==> src/include/lsb_params.svh <==
`ifndef LSB_PARAMS_SVH
`define LSB_PARAMS_SVH

// queue geometry
`define LSB_DEPTH 16
`define LSB_PTR_W 4

// reorder buffer tag width
`define ROB_TAG_W 5

// data and address width
`define XLEN 32

// free entries left for the issue pipeline when full_o rises
`define LSB_FULL_SLACK 4

`endif

==> src/hw/lsb_pkg.sv <==
`default_nettype none

`include "lsb_params.svh"

package lsb_pkg;

    // same encoding as the top-level op port
    typedef enum logic [3:0] {
        OP_LB  = 4'd0,
        OP_LH  = 4'd1,
        OP_LW  = 4'd2,
        OP_LBU = 4'd3,
        OP_LHU = 4'd4,
        OP_SB  = 4'd5,
        OP_SH  = 4'd6,
        OP_SW  = 4'd7
    } mem_op_e;

    // value is only meaningful once ready is set
    typedef struct packed {
        logic                  ready;
        logic [`ROB_TAG_W-1:0] tag;
        logic [`XLEN-1:0]      value;
    } operand_t;

    typedef struct packed {
        mem_op_e               op;
        logic [`ROB_TAG_W-1:0] rob;
        logic [`XLEN-1:0]      imm;
        operand_t              src1;
        operand_t              src2;
        logic                  committed;
    } lsb_entry_t;

    // access size in bytes
    typedef logic [2:0] mem_len_t;

    function automatic logic [`XLEN-1:0] format_load(input mem_op_e op,
                                                     input logic [`XLEN-1:0] raw);
        logic [`XLEN-1:0] res;
        case (op)
            OP_LB:   res = {{(`XLEN-8){raw[7]}}, raw[7:0]};
            OP_LH:   res = {{(`XLEN-16){raw[15]}}, raw[15:0]};
            OP_LBU:  res = {{(`XLEN-8){1'b0}}, raw[7:0]};
            OP_LHU:  res = {{(`XLEN-16){1'b0}}, raw[15:0]};
            default: res = raw;
        endcase
        return res;
    endfunction

endpackage

`default_nettype wire

==> src/hw/lsb_ptr_if.sv <==
`default_nettype none

`include "lsb_params.svh"

interface lsb_ptr_if;

    logic [`LSB_PTR_W-1:0] head_ptr;
    logic [`LSB_PTR_W-1:0] tail_ptr;
    logic                  empty;
    // entry written at tail this cycle
    logic                  alloc_fire;
    // head entry retires this cycle
    logic                  pop;

    modport ctrl (
        output head_ptr,
        output tail_ptr,
        output empty,
        output alloc_fire,
        input  pop
    );

    modport store (
        input head_ptr,
        input tail_ptr,
        input alloc_fire
    );

    modport issue (
        input  empty,
        output pop
    );

endinterface

`default_nettype wire

==> src/hw/lsb_queue_ctrl.sv <==
`default_nettype none

`include "lsb_params.svh"

module lsb_queue_ctrl (
    input  wire logic  clk_in,
    input  wire logic  rst_in,
    input  wire logic  alloc_valid_i,
    input  wire logic  flush_i,
    input  wire logic  commit_valid_i,
    input  wire logic  commit_is_store_i,
    lsb_ptr_if.ctrl    ptr,
    output logic       full_o
);

    localparam int CNT_W = `LSB_PTR_W + 1;

    logic [`LSB_PTR_W-1:0] head_q;
    logic [`LSB_PTR_W-1:0] head_d;
    logic [`LSB_PTR_W-1:0] tail_q;
    logic [`LSB_PTR_W-1:0] tail_d;
    logic [CNT_W-1:0]      occ_q;
    logic [CNT_W-1:0]      occ_d;
    logic [CNT_W-1:0]      cmt_cnt_q;
    logic [CNT_W-1:0]      cmt_cnt_d;
    logic                  store_commit;
    logic                  cmt_pop;

    // allocation is dropped in a flush cycle
    assign ptr.alloc_fire = alloc_valid_i & ~flush_i;
    assign store_commit   = commit_valid_i & commit_is_store_i;

    // committed stores sit at the oldest end, so any pop while the
    // count is nonzero retires one of them
    assign cmt_pop = ptr.pop && (cmt_cnt_q != '0);

    always_comb begin
        head_d    = ptr.pop ? head_q + 1'b1 : head_q;
        cmt_cnt_d = cmt_cnt_q + CNT_W'(store_commit) - CNT_W'(cmt_pop);
        if (flush_i) begin
            // keep only the committed stores
            tail_d = head_d + cmt_cnt_d[`LSB_PTR_W-1:0];
            occ_d  = cmt_cnt_d;
        end else begin
            tail_d = ptr.alloc_fire ? tail_q + 1'b1 : tail_q;
            occ_d  = occ_q + CNT_W'(ptr.alloc_fire) - CNT_W'(ptr.pop);
        end
    end

    always_ff @(posedge clk_in) begin
        if (rst_in) begin
            head_q    <= '0;
            tail_q    <= '0;
            occ_q     <= '0;
            cmt_cnt_q <= '0;
            full_o    <= 1'b0;
        end else begin
            head_q    <= head_d;
            tail_q    <= tail_d;
            occ_q     <= occ_d;
            cmt_cnt_q <= cmt_cnt_d;
            full_o    <= occ_d >= CNT_W'(`LSB_DEPTH - `LSB_FULL_SLACK);
        end
    end

    assign ptr.head_ptr = head_q;
    assign ptr.tail_ptr = tail_q;
    assign ptr.empty    = (occ_q == '0);

    // store commits must only name entries that are still queued
    a_cmt_within_occ: assert property (@(posedge clk_in) disable iff (rst_in)
        cmt_cnt_q <= occ_q);

    // issue stage must stop on the early full flag
    a_no_alloc_when_full: assert property (@(posedge clk_in) disable iff (rst_in)
        !(alloc_valid_i && full_o));

endmodule

`default_nettype wire

==> src/hw/lsb_entry_store.sv <==
`default_nettype none

`include "lsb_params.svh"

module lsb_entry_store (
    input  wire logic                  clk_in,
    input  wire logic                  rst_in,
    input  wire lsb_pkg::mem_op_e      alloc_op_i,
    input  wire logic [`ROB_TAG_W-1:0] alloc_rob_i,
    input  wire logic [`XLEN-1:0]      alloc_imm_i,
    input  wire lsb_pkg::operand_t     alloc_src1_i,
    input  wire lsb_pkg::operand_t     alloc_src2_i,
    input  wire logic                  commit_valid_i,
    input  wire logic [`ROB_TAG_W-1:0] commit_rob_i,
    input  wire logic [`XLEN-1:0]      commit_value_i,
    lsb_ptr_if.store                   ptr,
    output lsb_pkg::lsb_entry_t        head_entry_o
);

    import lsb_pkg::*;

    lsb_entry_t entries [`LSB_DEPTH];
    lsb_entry_t alloc_entry;

    // picks up the broadcast value if this operand waits on it
    function automatic operand_t wake_operand(input operand_t opnd);
        operand_t res;
        res = opnd;
        if (commit_valid_i && !opnd.ready && (opnd.tag == commit_rob_i)) begin
            res.ready = 1'b1;
            res.value = commit_value_i;
        end
        return res;
    endfunction

    // new entry, with bypass of a broadcast in the same cycle
    always_comb begin
        alloc_entry.op        = alloc_op_i;
        alloc_entry.rob       = alloc_rob_i;
        alloc_entry.imm       = alloc_imm_i;
        alloc_entry.src1      = wake_operand(alloc_src1_i);
        alloc_entry.src2      = wake_operand(alloc_src2_i);
        alloc_entry.committed = 1'b0;
    end

    always_ff @(posedge clk_in) begin
        if (rst_in) begin
            // clear the status bits
            for (int i = 0; i < `LSB_DEPTH; i++) begin
                entries[i].src1.ready <= 1'b0;
                entries[i].src2.ready <= 1'b0;
                entries[i].committed  <= 1'b0;
            end
        end else begin
            for (int i = 0; i < `LSB_DEPTH; i++) begin
                if (ptr.alloc_fire && (i == int'(ptr.tail_ptr))) begin
                    entries[i] <= alloc_entry;
                end else begin
                    entries[i].src1 <= wake_operand(entries[i].src1);
                    entries[i].src2 <= wake_operand(entries[i].src2);
                    // the rob retiring this tag commits the entry
                    if (commit_valid_i && (entries[i].rob == commit_rob_i)) begin
                        entries[i].committed <= 1'b1;
                    end
                end
            end
        end
    end

    // stale slots may wake too but are overwritten on allocation
    assign head_entry_o = entries[ptr.head_ptr];

endmodule

`default_nettype wire

==> src/hw/lsb_mem_issue.sv <==
`default_nettype none

`include "lsb_params.svh"

module lsb_mem_issue (
    input  wire logic                  clk_in,
    input  wire logic                  rst_in,
    input  wire logic                  flush_i,
    input  wire lsb_pkg::lsb_entry_t   head_entry_i,
    input  wire logic                  mem_done_i,
    input  wire logic [`XLEN-1:0]      mem_rdata_i,
    lsb_ptr_if.issue                   ptr,
    output logic                       mem_req_valid_o,
    output logic                       mem_we_o,
    output logic [`XLEN-1:0]           mem_addr_o,
    output logic [`XLEN-1:0]           mem_wdata_o,
    output lsb_pkg::mem_len_t          mem_len_o,
    output logic                       result_valid_o,
    output logic [`ROB_TAG_W-1:0]      result_rob_o,
    output logic [`XLEN-1:0]           result_value_o
);

    import lsb_pkg::*;

    typedef enum logic [1:0] {
        ST_IDLE,
        ST_WAIT,
        ST_RESULT
    } state_e;

    state_e                state_q;
    mem_op_e               op_q;
    logic [`ROB_TAG_W-1:0] rob_q;
    logic                  flushed_q;
    logic                  head_is_store;
    logic                  head_ready;
    logic                  issue;
    logic                  load_dropped;
    mem_len_t              len_d;
    logic [`XLEN-1:0]      wdata_d;

    assign head_is_store = head_entry_i.op inside {OP_SB, OP_SH, OP_SW};

    // stores wait for commit and both operands, loads only for the base
    assign head_ready = head_is_store ?
        (head_entry_i.committed && head_entry_i.src1.ready && head_entry_i.src2.ready) :
        head_entry_i.src1.ready;

    assign issue = (state_q == ST_IDLE) && !ptr.empty && head_ready;

    // the flush already removed this load from the queue
    assign load_dropped = !mem_we_o && (flushed_q || flush_i);

    always_comb begin
        case (head_entry_i.op)
            OP_LB, OP_LBU, OP_SB: len_d = 3'd1;
            OP_LH, OP_LHU, OP_SH: len_d = 3'd2;
            default:              len_d = 3'd4;
        endcase
        case (head_entry_i.op)
            OP_SB:   wdata_d = {{(`XLEN-8){1'b0}}, head_entry_i.src2.value[7:0]};
            OP_SH:   wdata_d = {{(`XLEN-16){1'b0}}, head_entry_i.src2.value[15:0]};
            default: wdata_d = head_entry_i.src2.value;
        endcase
    end

    // loads retire on the done edge, stores one cycle later
    assign ptr.pop = ((state_q == ST_WAIT) && mem_done_i && !mem_we_o && !load_dropped) ||
                     ((state_q == ST_RESULT) && mem_we_o);

    always_ff @(posedge clk_in) begin
        if (rst_in) begin
            state_q         <= ST_IDLE;
            flushed_q       <= 1'b0;
            mem_req_valid_o <= 1'b0;
            mem_we_o        <= 1'b0;
            result_valid_o  <= 1'b0;
        end else begin
            mem_req_valid_o <= 1'b0;
            result_valid_o  <= 1'b0;
            case (state_q)
                ST_IDLE: begin
                    if (issue) begin
                        mem_req_valid_o <= 1'b1;
                        mem_we_o        <= head_is_store;
                        mem_addr_o      <= head_entry_i.src1.value + head_entry_i.imm;
                        mem_wdata_o     <= wdata_d;
                        mem_len_o       <= len_d;
                        op_q            <= head_entry_i.op;
                        rob_q           <= head_entry_i.rob;
                        flushed_q       <= flush_i;
                        state_q         <= ST_WAIT;
                    end
                end
                ST_WAIT: begin
                    if (flush_i) begin
                        flushed_q <= 1'b1;
                    end
                    if (mem_done_i) begin
                        result_valid_o <= !mem_we_o && !load_dropped;
                        result_rob_o   <= rob_q;
                        result_value_o <= format_load(op_q, mem_rdata_i);
                        state_q        <= ST_RESULT;
                    end
                end
                default: begin
                    state_q <= ST_IDLE;
                end
            endcase
        end
    end

    // one request at a time until the memory answers
    a_single_outstanding: assert property (@(posedge clk_in) disable iff (rst_in)
        mem_req_valid_o |=> (!mem_req_valid_o until_with mem_done_i));

endmodule

`default_nettype wire

==> src/hw/lsb_top.sv <==
`default_nettype none

`include "lsb_params.svh"

module lsb_top (
    input  wire logic                  clk_in,
    input  wire logic                  rst_in,
    input  wire logic                  alloc_valid_i,
    input  wire logic [3:0]            alloc_op_i,
    input  wire logic [`ROB_TAG_W-1:0] alloc_rob_i,
    input  wire logic [`XLEN-1:0]      alloc_imm_i,
    input  wire logic                  alloc_src1_ready_i,
    input  wire logic [`ROB_TAG_W-1:0] alloc_src1_tag_i,
    input  wire logic [`XLEN-1:0]      alloc_src1_value_i,
    input  wire logic                  alloc_src2_ready_i,
    input  wire logic [`ROB_TAG_W-1:0] alloc_src2_tag_i,
    input  wire logic [`XLEN-1:0]      alloc_src2_value_i,
    input  wire logic                  commit_valid_i,
    input  wire logic [`ROB_TAG_W-1:0] commit_rob_i,
    input  wire logic [`XLEN-1:0]      commit_value_i,
    input  wire logic                  commit_is_store_i,
    input  wire logic                  flush_i,
    input  wire logic                  mem_done_i,
    input  wire logic [`XLEN-1:0]      mem_rdata_i,
    output logic                       full_o,
    output logic                       mem_req_valid_o,
    output logic                       mem_we_o,
    output logic [`XLEN-1:0]           mem_addr_o,
    output logic [`XLEN-1:0]           mem_wdata_o,
    output logic [2:0]                 mem_len_o,
    output logic                       result_valid_o,
    output logic [`ROB_TAG_W-1:0]      result_rob_o,
    output logic [`XLEN-1:0]           result_value_o
);

    import lsb_pkg::*;

    operand_t   alloc_src1;
    operand_t   alloc_src2;
    lsb_entry_t head_entry;

    assign alloc_src1 = '{ready: alloc_src1_ready_i, tag: alloc_src1_tag_i,
                          value: alloc_src1_value_i};
    assign alloc_src2 = '{ready: alloc_src2_ready_i, tag: alloc_src2_tag_i,
                          value: alloc_src2_value_i};

    lsb_ptr_if ptr_if ();

    lsb_queue_ctrl u_ctrl (
        .clk_in            (clk_in),
        .rst_in            (rst_in),
        .alloc_valid_i     (alloc_valid_i),
        .flush_i           (flush_i),
        .commit_valid_i    (commit_valid_i),
        .commit_is_store_i (commit_is_store_i),
        .ptr               (ptr_if.ctrl),
        .full_o            (full_o)
    );

    lsb_entry_store u_store (
        .clk_in         (clk_in),
        .rst_in         (rst_in),
        .alloc_op_i     (mem_op_e'(alloc_op_i)),
        .alloc_rob_i    (alloc_rob_i),
        .alloc_imm_i    (alloc_imm_i),
        .alloc_src1_i   (alloc_src1),
        .alloc_src2_i   (alloc_src2),
        .commit_valid_i (commit_valid_i),
        .commit_rob_i   (commit_rob_i),
        .commit_value_i (commit_value_i),
        .ptr            (ptr_if.store),
        .head_entry_o   (head_entry)
    );

    lsb_mem_issue u_issue (
        .clk_in          (clk_in),
        .rst_in          (rst_in),
        .flush_i         (flush_i),
        .head_entry_i    (head_entry),
        .mem_done_i      (mem_done_i),
        .mem_rdata_i     (mem_rdata_i),
        .ptr             (ptr_if.issue),
        .mem_req_valid_o (mem_req_valid_o),
        .mem_we_o        (mem_we_o),
        .mem_addr_o      (mem_addr_o),
        .mem_wdata_o     (mem_wdata_o),
        .mem_len_o       (mem_len_o),
        .result_valid_o  (result_valid_o),
        .result_rob_o    (result_rob_o),
        .result_value_o  (result_value_o)
    );

endmodule

`default_nettype wire

==> config.mk <==
export PLATFORM = sky130hd
export DESIGN_NAME = lsb_top
export DESIGN_NICKNAME = d
export VERILOG_FILES = /design/src/hw/lsb_pkg.sv /design/src/hw/lsb_ptr_if.sv /design/src/hw/lsb_queue_ctrl.sv /design/src/hw/lsb_entry_store.sv /design/src/hw/lsb_mem_issue.sv /design/src/hw/lsb_top.sv
export VERILOG_INCLUDE_DIRS = /design/src /design/src/include
export SDC_FILE = /design/constraint.sdc
export NUM_CORES = 2
export LEC_CHECK = 0
export BUFFER_PORTS_ARGS = -buffer_cell sky130_fd_sc_hd__buf_2
export CORE_UTILIZATION = 46
export DETAILED_ROUTE_END_ITERATION = 10
export GPL_TIMING_DRIVEN = 0
export MAX_ROUTING_LAYER = met4
export PLACE_DENSITY_LB_ADDON = 0.3
export REMOVE_ABC_BUFFERS = 1
export SYNTH_ARGS = -nofsm -noshare
export SYNTH_HDL_FRONTEND = slang
export SYNTH_SLANG_ARGS = --single-unit
==> constraint.sdc <==
create_clock -name clk_in -period 16.55 [get_ports clk_in]
set_input_delay 0.8275 -clock clk_in [delete_from_list [all_inputs] [get_ports clk_in]]
set_output_delay 0.8275 -clock clk_in [all_outputs]
set_load 0.01 [all_outputs]
Yosys cells after proc, flatten, opt, wreduce, memory -nomap -nowiden
Memories as Yosys holds them, arrays and structs flattened. A register that Yosys moved wholly into a read port is not among the register bits.
Index checks and enable logic that the tools add are counted.
W data, S select, Z words.
- register bits: 138
- bits in latches: 0
- memory bits (writable): 1888
- ROM bits: 0
- input port bits: 193
- word-level logic and storage cells: 911
- memories kept: 1
- memories (name ; depth ; bits a word ; rd ports ; clocked after memory_dff ; wr ports ; RTL line ; source):
    u_store.entries ; 16 ; 118 ; 17 ; 1 ; 16 ; lsb_entry_store.sv:22 ; lsb_entry_t entries [`LSB_DEPTH];
- $add $sub $neg: 8
- multipliers: 0
- divide/modulo/power cells: 0
- $lt $le $gt $ge: 1
- eq/ne operators: 79
- shifts and indexed selects: 0
- multiplexer cells: 502
- bitwise operators: 135
- reduce and logical (&&, ||, !) cells: 168
- operators with widths (operator ; number):
    $mux W32 ; 98
    $mux W37 ; 32
    $mux W1 ; 360
    $eq A5 B5 Y1 ; 50
    $or A1 B1 Y1 ; 128
    $pmux W32 S4 ; 1
    $logic_and A1 B1 Y1 ; 111
    $pmux W32 S2 ; 1
    $logic_not A1 Y1 ; 37
    $add A32 B32 Y32 ; 1
    $eq A4 B4 Y1 const A ; 8
    $eq A4 B3 Y1 const B ; 5
    $eq A3 B4 Y1 const A ; 4
    $mux W4 ; 4
    $logic_not A4 Y1 ; 3
    $add A5 B1 Y5 ; 2
    $sub A5 B1 Y5 ; 2
    $reduce_and A3 Y1 ; 3
    $reduce_or A3 Y1 ; 3
    $add A4 B1 Y4 const B ; 2
    $eq A2 B4 Y1 const A ; 2
    $eq A4 B1 Y1 const B ; 2
    $eq A4 B2 Y1 const B ; 2
    $pmux W3 S2 ; 1
    other kinds (21) ; 31

Longest topological paths before layout
- word-level depth: 9
- mapped depth: 19

Hierarchy
From an unflattened synthesis, not the netlist that was laid out.
- cell total of the unflattened synthesis: 6014
- area, all modules: 95032.4 um2
- modules (own cells, without submodules) (module ; instances ; cells each ; area each (um2) ; seq. area each (um2)):
    lsb_entry_store ; 1 ; 5382 ; 87786.7 ; 56674.4
    lsb_mem_issue ; 1 ; 500 ; 6032.0 ; 3513.4
    lsb_queue_ctrl ; 1 ; 132 ; 1213.7 ; 380.4

Worst setup path before layout
OpenSTA, ideal clock, no wires.
- path type: register to register
- start: register u_ctrl.ptr.head_ptr[1] (netlist name)
- end: register u_issue.mem_addr_o[0] (enable)
- library setup time: 604 ps
- arrival: 7272 ps
- required time: 15946 ps
- path slack: 8675 ps
- stages on the path, launching flop included: 8
- period minus slack after synthesis: 7875 ps
- cells stage by stage: dfxtp_1 > buf_2 > clkbuf_1 > mux4_2 > mux4_2 > or2_0 > and4b_4 > nor3_1
- RTL lines (what ; RTL line ; source):
    to (signal assigned) ; lsb_mem_issue.sv:86 ; mem_addr_o <= head_entry_i.src1.value + head_entry_i.imm;
    to (decl) ; lsb_mem_issue.sv:15 ; output logic [`XLEN-1:0] mem_addr_o,

==> flow_summary.yaml <==
yosys:
  synth.area.mux_share_pct: 13.61
  yosysTopAreaCellShare_pct: 64.47
  synth_compound_area_share_pct: 11.36
  synthXorXnorAreaFrac_pct: 2.540
  yosysWarnings: 0
  netlist_instances: 6018
  synthAdderAreaFrac_pct: 0.7713
  synth.distinct_cells: 68
  syn_area_um2: 93110
  synthArstFlopShare_pct: 0
  synthTopCellsByArea: "edfxtp_1, mux4_2, a21oi_1"
  synth_top_flop_cell: "edfxtp_1"
  synth_edf_count: 1999
  yosys.area.top_type: "edfxtp_1"
  avgSynthCellArea_um2: 15.47
  ys_seq_area_share_pct: 65.05
  synth_top_family_by_area: "multiplexers"
  yosys.area_share.simple_pct: 3.935
  synth_seq_cells: 2026
detailed_routing:
  drc: 0
  first_pass_iters: 6
  detail-route-antenna-nets: 0
  vias: 58064
  drtIter0Drc: 7337
  wl_per_cell_um: 30.69
  drt-total-wl_mm: 280.3
  routed_via_density: 6.356
floorplanning:
  core-area_um2: 200500
  die_w_um: 451.9
  start_util_pct: 46.44
  die_y_um: 451.9
  die_area_um2: 204200
  io_pins: 301
  num_rows: 164
clock_network:
  cts_tree: "built"
  clockBufferDepth: 3
  cts_buffers: 207
  cts_setup_buffers: 0
  clock-sinks: 2026
  htree_levels: 4
  cts_resized: 0
  clkTransAtPathRegs_ns: 0.06
  clockRootBuffer: "clkbuf_16"
  clock_latency_ns: 0.88
  hold_buffers: 0
final_layout:
  layout_commonest_cell: "edfxtp_1"
  most-common-layout-cells: "edfxtp_1, a21oi_1, mux4_2, o21bai_1, buf_2"
  fill_cells: 15693
  nNetsFinal: 6539
  drive_gt1_share_pct: 23.71
  final_area_um2: 108100
  multi_input_area_um2: 30740
  seqCellArea_um2: 60580
  area_growth_pct: 16.07
global_route:
  track_usage_pct: 27.97
  grt_pass1_vias: 56809
  antenna_found_initial: 39
  grt_overflow: 0
  grt_max_degree: 194
  grt_pass1_wl_mm: 397.0
sta:
  timing.final.crit_share_pct: 38.18
  setup-tns-final_ns: 0
  grt_setup_unrepaired: "no"
  finClkSkew_ns: 0.03623
  max_freq_mhz: 158.3
  max_slew_margin_pct: 6.606
  hold_violations: 0
  post-route-min-period_ns: 6.319
  slew_viol_final: 0
  layout_setup_ws_ns: 10.23
  finalSetupViolCount: 0
  worst_pin_slew_ns: 1.362
  holdWs_ns: 0.1443
pwr:
  p_total_mw: 11.41
  ir_worst_vdd_uv: 81.26
  p_leak_nw: 36.33
  power_density_nw_per_um2: 105.5
critical_path:
  reg2reg_depth: 14
  critPathMaxStageDelay_ns: 0.75
  crit_chain: "buf_16, buf_16, buf_16, buf_16, mux4_2, mux4_2, ha_1, nand3_1, nor3_1, nor3b_1, o21ai_0, nand3_1, o21ai_0, xnor2_1"
  cpMaxStageDelayCell: "nor3_1"
  critPathKind: "flip-flop to flip-flop"
  rrSetupSlack_ns: 10.23
  r2r-start: "u_ctrl.ptr.head_ptr[0]$_SDFF_PP0_"
  cpMostUsedCell: "buf_16"
  critPathBufInv: 4
  required_ns: 17.13
  cp_max_fo: 41
  timing.rr.end: "u_issue.mem_addr_o[30]$_DFFE_PP_"
  crit_family: "simple AND/OR/NAND/NOR gates"
  start_kind: "flip-flop"
  cp-end-kind: "flip-flop"
  worstPathArrival_ns: 6.90
min_path:
  min_path_type: "primary input to flip-flop"
  min_to: "u_issue.result_value_o[4]$_DFFE_PP_"
  hp-start: "mem_rdata_i[4]"
  hold_depth: 1
place:
  port_buffers: 300
  placed_area_um2: 101300
  dp_hpwl_mm: 190.9
  preCtsSetupSlack_ns: 10.24
  gp_congestion: 0.8080
run_status:
  status: "finished clean"
run:
  drv_cap: 0
## state kept, by name (all words and copies together) (netlist names)
| name | cells |
|---|---|
| u_store.entries | 1888 |
| u_ctrl.cmt_cnt_q | 5 |
| u_issue.result_value_o | 32 |
| u_ctrl.full_o | 1 |
| u_ctrl.occ_q | 5 |
| u_issue.mem_len_o | 3 |
| u_issue.state_q | 2 |
| u_issue.rob_q | 5 |
| u_issue.result_rob_o | 5 |
| u_ctrl.ptr.head_ptr | 4 |
| u_issue.mem_wdata_o | 32 |
| u_issue.mem_addr_o | 32 |
| u_issue.mem_we_o | 1 |
| u_issue.op_q | 4 |
| u_ctrl.ptr.tail_ptr | 4 |
| u_issue.mem_req_valid_o | 1 |
| u_issue.result_valid_o | 1 |
| u_issue.flushed_q | 1 |
## metal layers
| metal | GRT usage (%) | share of wire (%) | vias to the layer above |
|---|---|---|---|
| met2 | 43.36 | 48 | 3271 |
| met5 | - | 0 | - |
| li1 | - | - | 24352 |
| met3 | 5.582 | 10 | 588 |
| met1 | 35.99 | 38 | 29853 |
| met4 | 11.97 | 4.6 | 0 |
## cells in the mapped netlist (4+ instances only)
library cell / number
or3_1: 16
nor2_1: 109
a21oi_1: 1070
ha_1: 51
o21bai_1: 514
a21o_1: 39
a222oi_1: 8
fa_1: 4
mux2i_1: 78
nand2_1: 44
nor4b_1: 15
a221oi_1: 16
o211ai_1: 11
clkbuf_1: 492
o22ai_1: 10
buf_1: 36
nor4_1: 39
dfxtp_1: 27
buf_4: 4
mux4_1: 12
inv_1: 56
mux4_2: 514
nor2b_1: 85
xnor2_1: 161
nand4_1: 33
a41oi_1: 4
and3_1: 5
and2_1: 194
o21a_1: 5
or2_2: 7
o21ai_0: 27
nand2b_1: 8
a31oi_1: 10
edfxtp_1: 1999
xor2_1: 109
nor3_1: 54
buf_2: 52
a211oi_1: 34
nand3_1: 26
## stage by stage
stage                     cells  utilization (%)
final                      9135            53.91
after global routing       9131            53.91
after CTS                  9105            53.79
after detailed placement   8729            50.54
after global placement     8417            47.75
after floorplan            5461                -
## final cells by class
cell class / count / share of cell area, %
timing repair buffer: 621 / 6.155
sequential: 2026 / 56.06
multi-input combinational: 3378 / 28.44
antenna: 21 / 0.04862
tap: 2656 / 3.075
clock inverter: 119 / 0.9829
inverter: 57 / 0.1980
clock buffer: 257 / 5.045
## power breakdown
part,switching [mW],total (mW),internal (mW)
clock network,2.00,4.59,2.59
registers,0.0455,5.80,5.75
logic,0.628,1.02,0.394
total,2.67,11.4,8.74
## how the worst max path moves through the flow
stage | startpoint | endpoint | slack [ns] | cells past startpoint
after global routing | u_ctrl.ptr.head_ptr[0]$_SDFF_PP0_ | u_issue.mem_addr_o[30]$_DFFE_PP_ | 9.97 | 14
after detailed placement | u_ctrl.ptr.head_ptr[0]$_SDFF_PP0_ | u_issue.mem_addr_o[30]$_DFFE_PP_ | 10.24 | 14
after global placement | u_ctrl.ptr.head_ptr[0]$_SDFF_PP0_ | u_issue.mem_wdata_o[22]$_DFFE_PP_ | -28.32 | 3
final | u_ctrl.ptr.head_ptr[0]$_SDFF_PP0_ | u_issue.mem_addr_o[30]$_DFFE_PP_ | 10.23 | 14
after floorplan | u_ctrl.ptr.head_ptr[0]$_SDFF_PP0_ | u_issue.mem_addr_o[0]$_DFFE_PP_ | -8.50 | 4
after CTS | u_ctrl.ptr.head_ptr[0]$_SDFF_PP0_ | u_issue.mem_addr_o[30]$_DFFE_PP_ | 10.22 | 14
## logic make-up after synthesis
group           count (synthesis)
simple gates                  649
other cells                     1
fa+ha+maj                      55
xor+xnor                      270
flops                        2026
buf+inv                       645
compound gates               1768
mux                           604
Note: power is estimated with default switching activity, not from simulation.
